### config.mk
export PLATFORM = sky130hd
export DESIGN_NAME = wb_addr_decode_flat
export DESIGN_NICKNAME = d
export VERILOG_FILES = /design/src/wb_cfg_pkg.sv /design/src/wb_map_pkg.sv /design/src/wb_bus_if.sv /design/src/wb_addr_decode.sv /design/src/flat_wrapper.sv
export SDC_FILE = /design/constraint.sdc
export NUM_CORES = 1
export LEC_CHECK = 0
export ABC_AREA = 1
export BUFFER_PORTS_ARGS = -buffer_cell sky130_fd_sc_hd__buf_4
export CORE_MARGIN = 10
export CORE_UTILIZATION = 28
export CTS_CLUSTER_DIAMETER = 30
export DETAILED_ROUTE_END_ITERATION = 6
export PLACE_DENSITY_LB_ADDON = 0.15
export SLEW_MARGIN = 20
export SYNTH_ARGS = -nofsm -noshare
export SYNTH_HDL_FRONTEND = slang
export SYNTH_SLANG_ARGS = --single-unit
### constraint.sdc
create_clock -name wb_clk_i -period 1.3 [get_ports wb_clk_i]
set_input_delay 0.065 -clock wb_clk_i [delete_from_list [all_inputs] [get_ports wb_clk_i]]
set_output_delay 0.065 -clock wb_clk_i [all_outputs]
set_load 0.03 [all_outputs]
### src/wb_cfg_pkg.sv
package wb_cfg_pkg;

  // ##############################
  // bus geometry
  // ##############################

  localparam int num_masters = 3;
  // wide enough for any master index
  localparam int mid_w = 2;

  localparam int adr_w = 32;
  localparam int dat_w = 16;
  localparam int sel_w = 2;

  // ##############################
  // slave sizes
  // ##############################

  // word address bits 8:1 select the word
  localparam int ram_words = 256;

  // arbiter FSM
  typedef enum logic {
    arb_idle = 1'b0,
    arb_busy = 1'b1
  } arb_state_e;

endpackage

### src/wb_map_pkg.sv
package wb_map_pkg;

  // region field in the byte address
  localparam int region_hi = 31;
  localparam int region_lo = 28;

  // counter index inside region 1, word address bits
  localparam int stat_off_hi = 2;
  localparam int stat_off_lo = 1;

  // region_none is only a tag, the decoder never casts the field
  typedef enum logic [region_hi-region_lo:0] {
    region_ram  = 4'd0,
    region_stat = 4'd1,
    region_none = 4'd15
  } region_e;

endpackage

### src/wb_bus_if.sv
`timescale 1ns/1ns

interface wb_bus_if;

  logic                             cyc;
  logic                             stb;
  logic                             we;
  logic [wb_cfg_pkg::sel_w-1:0]     sel;
  logic [wb_cfg_pkg::adr_w-1:0]     adr;
  logic [wb_cfg_pkg::dat_w-1:0]     dat_w;
  logic [wb_cfg_pkg::dat_w-1:0]     dat_r;
  logic                             ack;
  logic                             err;

  modport master (
    output cyc, stb, we, sel, adr, dat_w,
    input  dat_r, ack, err
  );

  modport slave (
    input  cyc, stb, we, sel, adr, dat_w,
    output dat_r, ack, err
  );

endinterface

### src/wb_addr_decode.sv
`timescale 1ns/1ns

module wb_addr_decode (
  input  logic      wb_clk_i,
  input  logic      wb_rst_i,
  wb_bus_if.slave   up_i,
  wb_bus_if.master  ram_o,
  wb_bus_if.master  stat_o
);

  wb_map_pkg::region_e region;
  logic                hit;
  logic                none_err_q;

  always_comb begin
    region = wb_map_pkg::region_none;
    if (up_i.adr[wb_map_pkg::region_hi:wb_map_pkg::region_lo] == wb_map_pkg::region_ram) begin
      region = wb_map_pkg::region_ram;
    end else if (up_i.adr[wb_map_pkg::region_hi:wb_map_pkg::region_lo] ==
                 wb_map_pkg::region_stat) begin
      region = wb_map_pkg::region_stat;
    end
  end

  assign hit = up_i.cyc & up_i.stb;

  // strobe only to the addressed slave
  assign ram_o.cyc   = up_i.cyc & (region == wb_map_pkg::region_ram);
  assign ram_o.stb   = up_i.stb & (region == wb_map_pkg::region_ram);
  assign ram_o.we    = up_i.we;
  assign ram_o.sel   = up_i.sel;
  assign ram_o.adr   = up_i.adr;
  assign ram_o.dat_w = up_i.dat_w;

  assign stat_o.cyc   = up_i.cyc & (region == wb_map_pkg::region_stat);
  assign stat_o.stb   = up_i.stb & (region == wb_map_pkg::region_stat);
  assign stat_o.we    = up_i.we;
  assign stat_o.sel   = up_i.sel;
  assign stat_o.adr   = up_i.adr;
  assign stat_o.dat_w = up_i.dat_w;

  // unmapped region
  always_ff @(posedge wb_clk_i) begin
    if (wb_rst_i) begin
      none_err_q <= 1'b0;
    end else begin
      none_err_q <= hit && (region == wb_map_pkg::region_none);
    end
  end

  assign up_i.ack   = ram_o.ack | stat_o.ack;
  assign up_i.err   = ram_o.err | stat_o.err | none_err_q;
  assign up_i.dat_r = ram_o.ack ? ram_o.dat_r : stat_o.dat_r;

  a_no_ack_unmapped: assert property (
    @(posedge wb_clk_i) disable iff (wb_rst_i)
    (hit && region == wb_map_pkg::region_none) |=> !up_i.ack
  );

endmodule

### src/flat_wrapper.sv
// flat-port wrapper written by rule: the top's interface ports become plain ports
module wb_addr_decode_flat 
  (wb_clk_i, wb_rst_i, up_i_cyc, up_i_stb, up_i_we, up_i_sel, up_i_adr, up_i_dat_w, up_i_dat_r, up_i_ack, up_i_err, ram_o_cyc, ram_o_stb, ram_o_we, ram_o_sel, ram_o_adr, ram_o_dat_w, ram_o_dat_r, ram_o_ack, ram_o_err, stat_o_cyc, stat_o_stb, stat_o_we, stat_o_sel, stat_o_adr, stat_o_dat_w, stat_o_dat_r, stat_o_ack, stat_o_err);
  wb_bus_if up_i_i ();
  wb_bus_if ram_o_i ();
  wb_bus_if stat_o_i ();
  input  logic wb_clk_i;
  input  logic wb_rst_i;
  input wire logic [$bits(up_i_i.cyc)-1:0] up_i_cyc;
  input wire logic [$bits(up_i_i.stb)-1:0] up_i_stb;
  input wire logic [$bits(up_i_i.we)-1:0] up_i_we;
  input wire logic [$bits(up_i_i.sel)-1:0] up_i_sel;
  input wire logic [$bits(up_i_i.adr)-1:0] up_i_adr;
  input wire logic [$bits(up_i_i.dat_w)-1:0] up_i_dat_w;
  output wire logic [$bits(up_i_i.dat_r)-1:0] up_i_dat_r;
  output wire logic [$bits(up_i_i.ack)-1:0] up_i_ack;
  output wire logic [$bits(up_i_i.err)-1:0] up_i_err;
  output wire logic [$bits(ram_o_i.cyc)-1:0] ram_o_cyc;
  output wire logic [$bits(ram_o_i.stb)-1:0] ram_o_stb;
  output wire logic [$bits(ram_o_i.we)-1:0] ram_o_we;
  output wire logic [$bits(ram_o_i.sel)-1:0] ram_o_sel;
  output wire logic [$bits(ram_o_i.adr)-1:0] ram_o_adr;
  output wire logic [$bits(ram_o_i.dat_w)-1:0] ram_o_dat_w;
  input wire logic [$bits(ram_o_i.dat_r)-1:0] ram_o_dat_r;
  input wire logic [$bits(ram_o_i.ack)-1:0] ram_o_ack;
  input wire logic [$bits(ram_o_i.err)-1:0] ram_o_err;
  output wire logic [$bits(stat_o_i.cyc)-1:0] stat_o_cyc;
  output wire logic [$bits(stat_o_i.stb)-1:0] stat_o_stb;
  output wire logic [$bits(stat_o_i.we)-1:0] stat_o_we;
  output wire logic [$bits(stat_o_i.sel)-1:0] stat_o_sel;
  output wire logic [$bits(stat_o_i.adr)-1:0] stat_o_adr;
  output wire logic [$bits(stat_o_i.dat_w)-1:0] stat_o_dat_w;
  input wire logic [$bits(stat_o_i.dat_r)-1:0] stat_o_dat_r;
  input wire logic [$bits(stat_o_i.ack)-1:0] stat_o_ack;
  input wire logic [$bits(stat_o_i.err)-1:0] stat_o_err;
  assign up_i_i.cyc = up_i_cyc;
  assign up_i_i.stb = up_i_stb;
  assign up_i_i.we = up_i_we;
  assign up_i_i.sel = up_i_sel;
  assign up_i_i.adr = up_i_adr;
  assign up_i_i.dat_w = up_i_dat_w;
  assign up_i_dat_r = up_i_i.dat_r;
  assign up_i_ack = up_i_i.ack;
  assign up_i_err = up_i_i.err;
  assign ram_o_cyc = ram_o_i.cyc;
  assign ram_o_stb = ram_o_i.stb;
  assign ram_o_we = ram_o_i.we;
  assign ram_o_sel = ram_o_i.sel;
  assign ram_o_adr = ram_o_i.adr;
  assign ram_o_dat_w = ram_o_i.dat_w;
  assign ram_o_i.dat_r = ram_o_dat_r;
  assign ram_o_i.ack = ram_o_ack;
  assign ram_o_i.err = ram_o_err;
  assign stat_o_cyc = stat_o_i.cyc;
  assign stat_o_stb = stat_o_i.stb;
  assign stat_o_we = stat_o_i.we;
  assign stat_o_sel = stat_o_i.sel;
  assign stat_o_adr = stat_o_i.adr;
  assign stat_o_dat_w = stat_o_i.dat_w;
  assign stat_o_i.dat_r = stat_o_dat_r;
  assign stat_o_i.ack = stat_o_ack;
  assign stat_o_i.err = stat_o_err;
  wb_addr_decode u_core (.wb_clk_i(wb_clk_i), .wb_rst_i(wb_rst_i), .up_i(up_i_i), .ram_o(ram_o_i), .stat_o(stat_o_i));
endmodule
== Word level (Yosys, flattened, before mapping) ==
Index checks and enable logic that the tools add are counted.

* Reductions and logical operators: 3
* Bitwise logic cells: 8
* Equal/unequal tests: 3
* Muxes and demuxes: 3

{| class="wikitable"
|+ Operators by type and width
! cell !! count
|-
| 16-bit 2-to-1 mux || 1
|-
| 4-bit by 1-bit equality test with 1-bit output (second input constant) || 2
|-
| 4-bit logical NOT || 2
|-
| 4-bit 2-to-1 mux || 2
|-
| 1-bit AND || 5
|-
| 4-bit equality test (second input constant) || 1
|-
| 1-bit OR || 3
|-
| 1-bit logical AND || 1
|}

* Word-level logic and storage cells: 18
* Register bits after elaboration: 1
* Output and inout bits: 124
* Bits of input ports: 91

== Depth between registers and ports, before layout ==
Gate-level depths: netlist (run 1).

* Depth in word-level cells: 5
* Depth in mapped cells: 5
* Depth with buffers taken out: 4

== Worst setup path after synthesis (run 1) ==
No wires, ideal clock.

* Path kind: input port to output port
* Start: input up_i_adr[31]
* End: output ram_o_cyc
* Stages: 3
* Buffers on the path: 0
* Path slack: 0.536 ns
* Arrival time: 0.699 ns
* Required time: 1.235 ns
* Path through: nor2_1 nand2_1 nor2_1

* Word-level cells in the longest chain between the ends: 5
* Elaborated cells on any way between the ends: 6
* Those cells by class: eq/ne: 1; mux: 2; bitwise: 1; reduce/logical: 2

{| class="wikitable"
|+ RTL lines
! what !! line !! text
|-
| from (decl) || flat_wrapper.sv:13 || <nowiki>input wire logic [$bits(up_i_i.adr)-1:0] up_i_adr;</nowiki>
|-
| 4-bit by 1-bit equality test with 1-bit output || wb_addr_decode.sv:19 || <nowiki>end else if (up_i.adr[wb_map_pkg::region_hi:wb_map_pkg::region_lo] ==</nowiki>
|-
| 4-bit 2-to-1 mux || wb_addr_decode.sv:19 ||
|-
| 4-bit 2-to-1 mux (*) || wb_addr_decode.sv:17 || <nowiki>if (up_i.adr[wb_map_pkg::region_hi:wb_map_pkg::region_lo] == wb_map_pkg::region_ram) begin</nowiki>
|-
| 4-bit logical NOT (*) || wb_addr_decode.sv:28 || <nowiki>assign ram_o.cyc = up_i.cyc & (region == wb_map_pkg::region_ram);</nowiki>
|-
| 1-bit AND (*) || wb_addr_decode.sv:28 ||
|-
| to (decl) || flat_wrapper.sv:18 || <nowiki>output wire logic [$bits(ram_o_i.cyc)-1:0] ram_o_cyc;</nowiki>
|}

Every way passes the cells marked *; elsewhere a longest branch is shown, timed or not.

== Final worst setup path (run 1) ==
* Start: input up_i_adr[31]
* End: output stat_o_stb

* Word-level cells in the longest chain between the ends: 5
* Elaborated cells on any way between the ends: 6
* Those cells by class: eq/ne: 2; mux: 2; bitwise: 1; reduce/logical: 1

{| class="wikitable"
|+ RTL lines
! what !! line !! text
|-
| 4-bit by 1-bit equality test with 1-bit output || wb_addr_decode.sv:19 ||
|-
| 4-bit 2-to-1 mux || wb_addr_decode.sv:19 ||
|-
| 4-bit 2-to-1 mux (*) || wb_addr_decode.sv:17 ||
|-
| 4-bit by 1-bit equality test with 1-bit output (*) || wb_addr_decode.sv:36 || <nowiki>assign stat_o.stb = up_i.stb & (region == wb_map_pkg::region_stat);</nowiki>
|-
| 1-bit AND (*) || wb_addr_decode.sv:36 ||
|-
| to (decl) || flat_wrapper.sv:28 || <nowiki>output wire logic [$bits(stat_o_i.stb)-1:0] stat_o_stb;</nowiki>
|}

Marks and branches as above.

==> out/qor.csv, run 1 <==
stage,metric,value,unit
route,antenna-violating nets left,0,
sta,final hold violations,0,
synth,synth warn,0,
clock_tree,postcts setup bufs,0,
sta,Hold Slack,0.130,ns
die,Cell Rows,22,
grt,largest net degree at the start of global routing,19,
worst_setup_path,WP data required,1.24,ns
synth,"Avg Cell Area, Syn",6.30,sq um
power_and_ir_drop,static leakage,0.000569,uW
final_layout,Nets,238,
sta,Setup TNS,0,ns
worst_setup_path,capturing element type of the critical path,primary output,
worst_setup_path,Startpoint Class,primary input,
power_and_ir_drop,switch share,50.7,%
synth,"FFs w/ async S/R, synth",0,%
synth,Post-synth top cells,"buf_4, nand2_1, nor2_1",
grt,Most Crowded Layer GR,met2,
placed_design,dpl hpwl,2.82,mm
final_layout,max FFs per register,1,
sta,RSZ-0062 raised after global routing,no,
power_and_ir_drop,Net Switching,215,uW
final_layout,"Core Util, Final",24.4,%
power_and_ir_drop,Reg power frac,7.8,%
placed_design,RePlAce Congestion,0.734,
clock_tree,post-cts sizing count,0,
die,Die Wd,83.1,microns
job,maxcap violations,0,
grt,first-pass GRT wire length,4.60,mm
grt,global-route usage over all layers,7.88,%
route,post-DR wirelength/cell,16.4,microns
die,Ports,215,
synth,Synth Cell Area,1110,sq um
final_layout,most flop-heavy register,u_core.none_err_q,
sta,relative slew slack,85.8,%
route,Initial DRC Count,7,
route,vias per cell,4.02,
run_status,status,"finished, final reports clean",
power_and_ir_drop,Comb power frac,92.2,%
worst_setup_path,crit path DAT,0.75,ns
grt,M1 GR Usage,5.86,%
synth,synthesized instance count,177,
grt,number of global-route vias before repair,831,
sta,Max Slew Vio Count,0,
final_layout,post-route cell area,915,sq um
synth,share of the synthesized area in the top cell type,68.7,%
power_and_ir_drop,peak supply drop,0.143,mV
placed_design,placed instance area,915,sq um
final_layout,largest registers,u_core.none_err_q x1,
final_layout,n_diodes,0,
die,die area,6910,sq um
synth,post-synth net total,268,
worst_setup_path,Setup Crit Path Kind,primary input to primary output,
grt,met3 track demand over resource,5.66,%
die,core area,3740,sq um
clock_tree,hold buffer count at CTS,0,
sta,minimum clock period,0.819,ns
synth,count of flip-flops with a built-in enable after synthesis,0,
grt,remaining global-route overflow,0,
synth,"area leader, netlist",buf_4,
synth,post-synthesis sequential area ratio,1.80,%
power_and_ir_drop,Cell Int Power,209,uW
die,Initial Utilization,29.8,%
power_and_ir_drop,Clk pwr share,0,%
die,die height,83.1,microns
route,Post-Route WL,3.16,mm
grt,initial antenna violation count,0,
synth,Unique masters post-synth,10,
placed_design,input/output buffers,73,
sta,achievable frequency,1220,MHz
worst_setup_path,Crit Path Max Fanout,3,
synth,most frequent cell after synthesis,buf_4,
final_layout,area grow syn2layout,-18.0,%
grt,GR met2 Demand/Resource,14.1,%
synth,Synth Register Bits,1,
route,via count,776,
route,DRC viols,0,
final_layout,layout cell share with drive strength beyond 1,54.5,%
worst_hold_path,Min-Delay Path Class,primary input to primary output,
sta,final setup fails,0,
synth,synth top area cells,"buf_4, nand2_1, nor2_1",
power_and_ir_drop,P per Cell Area,463,nW/um^2
route,1st-pass router iterations,4,
sta,Worst-Margin Slew,0.213,ns
sta,Final period util,63.0,%
synth,"Top FF cell, synth",dfxtp_1,
metrics by stage:
stage | power, uW | worst slack (ns) | std cells
global route | 454 | 0.399 | 193
global placement | 430 | 0.497 | 193
detailed placement | 431 | 0.478 | 193
finish | 423 | 0.481 | 193
CTS | 432 | 0.477 | 193
floorplan | 791 | 0.536 | 177
per-layer routing:
metal | part of all wire [%] | wire, microns
met5 | 0 | 0
met4 | 5.3 | 168
met2 | 49 | 1560
met3 | 18 | 575
met1 | 27 | 859
final timing paths:
check | startpoint | to | slack (ns) | cells after the start
worst min-delay path | up_i_adr[10] | ram_o_adr[10] | 0.13 | 0
worst max-delay path | up_i_adr[31] | stat_o_stb | 0.48 | 5
power groups by stage:
stage	Combinational, uW	Sequential (uW)	Clock [uW]
floorplan	758	32.8	0
global placement	397	32.8	0
detailed placement	398	33.0	0
CTS	399	33.0	0
global route	421	33.1	0
finish	390	32.9	0
cell families after synthesis:
group                  after synthesis  synth area share [%]
buffers and inverters              112                  75.3
AND/OR/NAND/NOR                     64                  22.9
flip-flops                           1                  1.80
final cells by class:
cell class / count / area (sq um)
flip-flops and latches: 1 / 20.0
multi-input cells: 64 / 255
well taps: 48 / 60.1
inverters: 7 / 31.3
fillers: 444 / 2830
repair buffers: 73 / 548
critical path: stages:
cell,delay [ns]
buf_4,0.12
nor2_1,0.17
nand2_1,0.09
nor2_1,0.13
buf_4,0.18
cells in the final DEF (no fill, tap or decap):
| cell | instances |
|---|---|
| nand2_1 | 49 |
| nand2_2 | 5 |
| dfxtp_1 | 1 |
| or2_1 | 1 |
| inv_1 | 6 |
| nor2_1 | 9 |
| inv_6 | 1 |
| buf_4 | 73 |
No activity file was read; power rests on OpenSTA's default activity.
==> run 2: changes to the inputs <==
--- a/config.mk
+++ b/config.mk
@@ -8,7 +8,7 @@
 export ABC_AREA = 1
 export BUFFER_PORTS_ARGS = -buffer_cell sky130_fd_sc_hd__buf_4
 export CORE_MARGIN = 10
-export CORE_UTILIZATION = 28
+export CORE_UTILIZATION = 26
 export CTS_CLUSTER_DIAMETER = 30
 export DETAILED_ROUTE_END_ITERATION = 6
 export PLACE_DENSITY_LB_ADDON = 0.15
==> constraint.sdc (replaced) <==
create_clock -name wb_clk_i -period 0.8 [get_ports wb_clk_i]
set_input_delay 0.04 -clock wb_clk_i [delete_from_list [all_inputs] [get_ports wb_clk_i]]
set_output_delay 0.04 -clock wb_clk_i [all_outputs]
set_load 0.03 [all_outputs]
==> run 2 against run 1 <==
  * Global-route usage is 0.37 points lower
  * Highest routed layer unchanged
  * Largest power group unchanged
  * Utilization is 1.9 points lower
  * Worst hold slack worse by 0.050 ns
  * Power is 64% higher
  * Sequential power is 62% higher
  * Largest cell class unchanged
==> out/qor.csv, run 2 (synthesis gave the netlist of run 1 again) <==
stage,metric,value,unit,change
worst_setup_path,capturing element type of the critical path,primary output,,
run_status,status,"finished, final reports clean",,
route,Post-Route WL,3.28,mm,+3.7%
route,antenna-violating nets left,0,,unchanged
worst_setup_path,Startpoint Class,primary input,,
grt,largest net degree at the start of global routing,19,,unchanged
grt,remaining global-route overflow,0,,unchanged
sta,minimum clock period,0.731,ns,
worst_hold_path,Hold Startpoint,up_i_adr[19],,
final_layout,layout cell share with drive strength beyond 1,55.2,%,+0.69 points
route,Initial DRC Count,23,,+16
route,vias per cell,4.08,,+1.4%
final_layout,most flop-heavy register,u_core.none_err_q,,
final_layout,Fillers,484,,+9.0%
final_layout,"Core Util, Final",22.5,%,-1.9 points
worst_hold_path,worst hold path stage count,0,,unchanged
sta,RSZ-0062 raised after global routing,no,,
die,Ports,215,,unchanged
sta,Setup TNS,0,ns,unchanged
clock_tree,hold buffer count at CTS,0,,unchanged
sta,achievable frequency,1370,MHz,
final_layout,most frequent cells in the layout,"buf_4, nand2_1, nor2_1",,
die,die area,7310,sq um,+5.8%
power_and_ir_drop,Comb power frac,92.3,%,about the same
sta,Final period util,91.4,%,
sta,relative slew slack,85.9,%,+0.11 points
worst_hold_path,worst hold endpoint,ram_o_adr[19],,
die,Cell Rows,23,,+4.5%
route,1st-pass router iterations,4,,unchanged
worst_setup_path,Crit Path Max Fanout,18,,+15
worst_setup_path,Setup Crit Path Kind,primary input to primary output,,
grt,initial antenna violation count,0,,unchanged
final_layout,n_diodes,0,,unchanged
worst_setup_path,crit path DAT,0.69,ns,-0.06 ns
final_layout,post-route insts no fill,195,,+1.0%
die,Die Wd,85.5,microns,+2.9%
power_and_ir_drop,peak supply drop,0.188,mV,+31%
placed_design,input/output buffers,73,,unchanged
worst_setup_path,CP startpoint,ram_o_ack,,
final_layout,max FFs per register,1,,unchanged
final_layout,area taken by multi-input logic gates,258,sq um,+0.98%
final_layout,area grow syn2layout,-17.5,%,
power_and_ir_drop,switch share,51.1,%,+0.40 points
route,via count,795,,+2.4%
route,DRC viols,0,,unchanged
power_and_ir_drop,Cell Int Power,340,uW,+63%
sta,final hold violations,0,,unchanged
sta,Worst-Margin Slew,0.211,ns,-0.00159 ns
placed_design,# placed instances,195,,+1.0%
sta,Max Slew Vio Count,0,,unchanged
die,core area,4090,sq um,+9.2%
job,maxcap violations,0,,unchanged
die,Initial Utilization,27.3,%,-2.5 points
power_and_ir_drop,Net Switching,355,uW,+65%
power_and_ir_drop,static leakage,0.000569,uW,about the same
placed_design,dpl hpwl,2.95,mm,+4.6%
final_layout,largest registers,u_core.none_err_q x1,,
route,post-DR wirelength/cell,16.8,microns,+2.7%
power_and_ir_drop,Clk pwr share,0,%,unchanged
final_layout,Reg area,20.0,sq um,unchanged
power_and_ir_drop,Reg power frac,7.7,%,about the same
worst_hold_path,Min-Delay Path Class,primary input to primary output,,
placed_design,RePlAce Congestion,0.807,,+10%
die,die height,85.5,microns,+2.9%
final_layout,"most common cell after layout, fill and taps aside",buf_4,,
worst_setup_path,WP data required,0.76,ns,-0.48 ns
final_layout,Nets,238,,unchanged
grt,number of global-route vias before repair,825,,-0.72%
grt,first-pass GRT wire length,4.66,mm,+1.5%
grt,global-route usage over all layers,7.51,%,-0.37 points
power_and_ir_drop,P per Cell Area,756,nW/um^2,+63%
sta,final setup fails,0,,unchanged
## run 2: timing repair
item	in CTS	in global routing
setup buffers	0	0
endpoints found under the setup margin	0	4
gates resized for setup	0	1
## run 2: stage by stage
stage | setup slack (ns) | area, sq um | hold slack [ns] | power, uW
floorplan | 0.0859 | 1110 | 0.187 | 1290
global placement | 0.0624 | 917 | 0.0803 | 705
detailed placement | 0.0454 | 917 | 0.0803 | 705
CTS | 0.0454 | 917 | 0.0803 | 707
global route | 0.00735 | 920 | 0.0801 | 745
finish | 0.0692 | 920 | 0.0800 | 695
## run 2: worst max-delay path, cell delays in order
cell     delay (ns)
buf_4          0.18
inv_6          0.15
nand2_1        0.07
nand2_1        0.08
buf_4          0.16
## run 2: power groups by stage
stage / Clock, uW / Sequential, uW / Combinational, uW
global route: 0 / 53.6 / 691
floorplan: 0 / 53.3 / 1230
finish: 0 / 53.4 / 642
detailed placement: 0 / 53.4 / 652
global placement: 0 / 53.4 / 651
CTS: 0 / 53.4 / 653
## run 2: routing by layer
layer | vias up | global-route usage [%] | share of wire (%)
li1 | 357 | - | -
met1 | 315 | 6.96 | 32
met2 | 89 | 12.2 | 44
met3 | 34 | 5.35 | 19
met4 | 0 | 3.74 | 4.8
met5 | - | 0 | 0
## run 2: worst max path at each step
stage and end:
6_report up_i_dat_r[13], 2_1_floorplan ram_o_cyc, 4_1_cts up_i_dat_r[13], 5_1_grt up_i_dat_r[0]
3_3_place_gp up_i_dat_r[13], 3_5_place_dp up_i_dat_r[13]
## run 2: layout make-up
class	count	share of cell area [%]
Timing Repair Buffer	73	59.6
Tap cell	50	6.80
Multi-Input combinational cell	64	28.0
Inverter	7	3.40
Sequential cell	1	2.18
==> run 3: changes to the inputs <==
--- a/config.mk
+++ b/config.mk
@@ -11,7 +11,8 @@
 export CORE_UTILIZATION = 26
 export CTS_CLUSTER_DIAMETER = 30
 export DETAILED_ROUTE_END_ITERATION = 6
-export PLACE_DENSITY_LB_ADDON = 0.15
+export PLACE_DENSITY = 0.85
+export REMOVE_ABC_BUFFERS = 1
 export SLEW_MARGIN = 20
 export SYNTH_ARGS = -nofsm -noshare
 export SYNTH_HDL_FRONTEND = slang
==> run 3 against run 2 <==
  * Sequential share of layout area is essentially flat
  * Global-route usage grew 13 points
  * Design area grew 0.54%
  * Via count grew 9.7%
  * Sequential cell count is the same
  * Worst hold slack is essentially flat
  * Utilization grew 0.12 points
  * Die area is the same
  * Combinational power grew 2%
==> out/qor.csv, run 3 (synthesis gave the netlist of run 1 again) <==
stage,metric,value,unit,change
sta,Setup TNS,0,ns,unchanged
grt,first-pass GRT wire length,9.86,mm,+110%
worst_setup_path,Critical-path top delay cell,buf_4,,
worst_setup_path,Setup Crit Path Kind,primary input to primary output,,
route,antenna-violating nets left,0,,unchanged
final_layout,most frequent cells in the layout,"buf_4, nand2_1, nor2_1",,
final_layout,max FFs per register,1,,unchanged
power_and_ir_drop,static leakage,0.000570,uW,+0.22%
worst_setup_path,CP peak stage delay,0.23,ns,+0.05 ns
worst_setup_path,crit path DAT,0.67,ns,-0.02 ns
sta,RSZ-0062 raised after global routing,no,,
final_layout,"most common cell after layout, fill and taps aside",buf_4,,
route,vias per cell,4.47,,+9.7%
final_layout,Nets,238,,unchanged
route,post-DR wirelength/cell,41.8,microns,+150%
sta,Final period util,88.2,%,-3.1 points
run_status,status,"finished, final reports clean",,
power_and_ir_drop,peak supply drop,0.328,mV,+75%
die,Cell Rows,23,,unchanged
grt,remaining global-route overflow,0,,unchanged
sta,Max Slew Vio Count,0,,unchanged
final_layout,area grow syn2layout,-17.1,%,
route,1st-pass router iterations,2,,-2
sta,relative slew slack,84.8,%,-1.2 points
final_layout,largest registers,u_core.none_err_q x1,,
route,via count,872,,+9.7%
placed_design,input/output buffers,73,,unchanged
die,die area,7310,sq um,unchanged
sta,Final WS setup,0.0940,ns,+0.0249 ns
final_layout,n_diodes,0,,unchanged
sta,final setup fails,0,,unchanged
die,Die Wd,85.5,microns,unchanged
die,die height,85.5,microns,unchanged
placed_design,dpl hpwl,7.76,mm,+160%
worst_setup_path,Crit Path Max Fanout,18,,unchanged
final_layout,"Core Util, Final",22.6,%,+0.12 points
final_layout,layout cell share with drive strength beyond 1,55.9,%,+0.69 points
route,Initial DRC Count,29,,+26%
sta,final hold violations,0,,unchanged
worst_setup_path,capturing element type of the critical path,primary output,,
job,maxcap violations,0,,unchanged
route,DRC viols,0,,unchanged
sta,Worst-Margin Slew,0.229,ns,+0.0174 ns
final_layout,Fillers,485,,+0.21%
grt,global-route usage over all layers,20.1,%,+13 points
worst_setup_path,WP data required,0.76,ns,about the same
placed_design,RePlAce Congestion,0.857,,+6.2%
sta,minimum clock period,0.706,ns,-0.0249 ns
die,Initial Utilization,27.3,%,unchanged
grt,number of global-route vias before repair,971,,+18%
grt,initial antenna violation count,0,,unchanged
sta,achievable frequency,1420,MHz,+3.5%
die,Ports,215,,unchanged
worst_hold_path,Min-Delay Path Class,primary input to primary output,,
placed_design,Place WS,0.0538,ns,+0.00847 ns
worst_setup_path,Startpoint Class,primary input,,
power_and_ir_drop,P per Cell Area,763,nW/um^2,+0.98%
die,core area,4090,sq um,unchanged
final_layout,most flop-heavy register,u_core.none_err_q,,
worst_setup_path,"Cell Chain, Critical Path","buf_4, inv_8, nand2_1, nand2_1, buf_4",,
grt,largest net degree at the start of global routing,19,,unchanged
route,Post-Route WL,8.16,mm,+150%
run 3: cell count changes in the layout (fill, tap and decap cells not counted):
cell	change
inv_6	-1
inv_8	+1
nor2_1	-1
nor2_2	+1
run 3: power by group:
group          internal (uW)  total [uW]  switching (uW)
Sequential              52.9        53.4           0.441
Combinational            288         652             364
Clock                      0           0               0
run 3: area by class of cell:
cell class	instances	area (sq um)	area share, %
repair buffers	73	548	59.3
inverters	7	33.8	3.65
multi-input cells	64	260	28.1
well taps	50	62.6	6.77
flip-flops and latches	1	20.0	2.17
run 3: per-layer routing:
| metal | wire [microns] | global-route usage, % | part of all wire (%) | vias up |
|---|---|---|---|---|
| li1 | - | - | - | 356 |
| met1 | 1610 | 10.9 | 20 | 344 |
| met2 | 3840 | 34.2 | 47 | 162 |
| met3 | 2460 | 28.9 | 30 | 10 |
| met4 | 246 | 5.39 | 3.0 | 0 |
| met5 | 0 | 0.699 | 0 | - |
run 3: what timing repair did:
item / 4_1_cts / 5_1_grt
buffers inserted: 0 / 0
setup endpoints to repair: 0 / 7
hold buffers: 0 / 0
gates resized for setup: 0 / 3
endpoints found under the hold margin: 0 / 0
run 3: through the flow:
step                      area, sq um  instances  hold slack, ns  total power, uW
after floorplan                   307         72          0.0800              298
after global placement            917        195          0.0808              704
after detailed placement          917        195          0.0808              710
after CTS                         917        195          0.0808              713
after global routing              925        195          0.0803              763
final                             925        195          0.0803              706
run 3: critical path, delay by kind of cell:
kind	cells	cell delay, ns
buf+inv	3	0.50
simple gates	2	0.13
run 3: worst paths after layout:
| kind | from | endpoint | slack (ns) | cells after the start |
|---|---|---|---|---|
| max | ram_o_ack | up_i_dat_r[9] | 0.09 | 5 |
| min | up_i_adr[21] | ram_o_adr[21] | 0.08 | 0 |
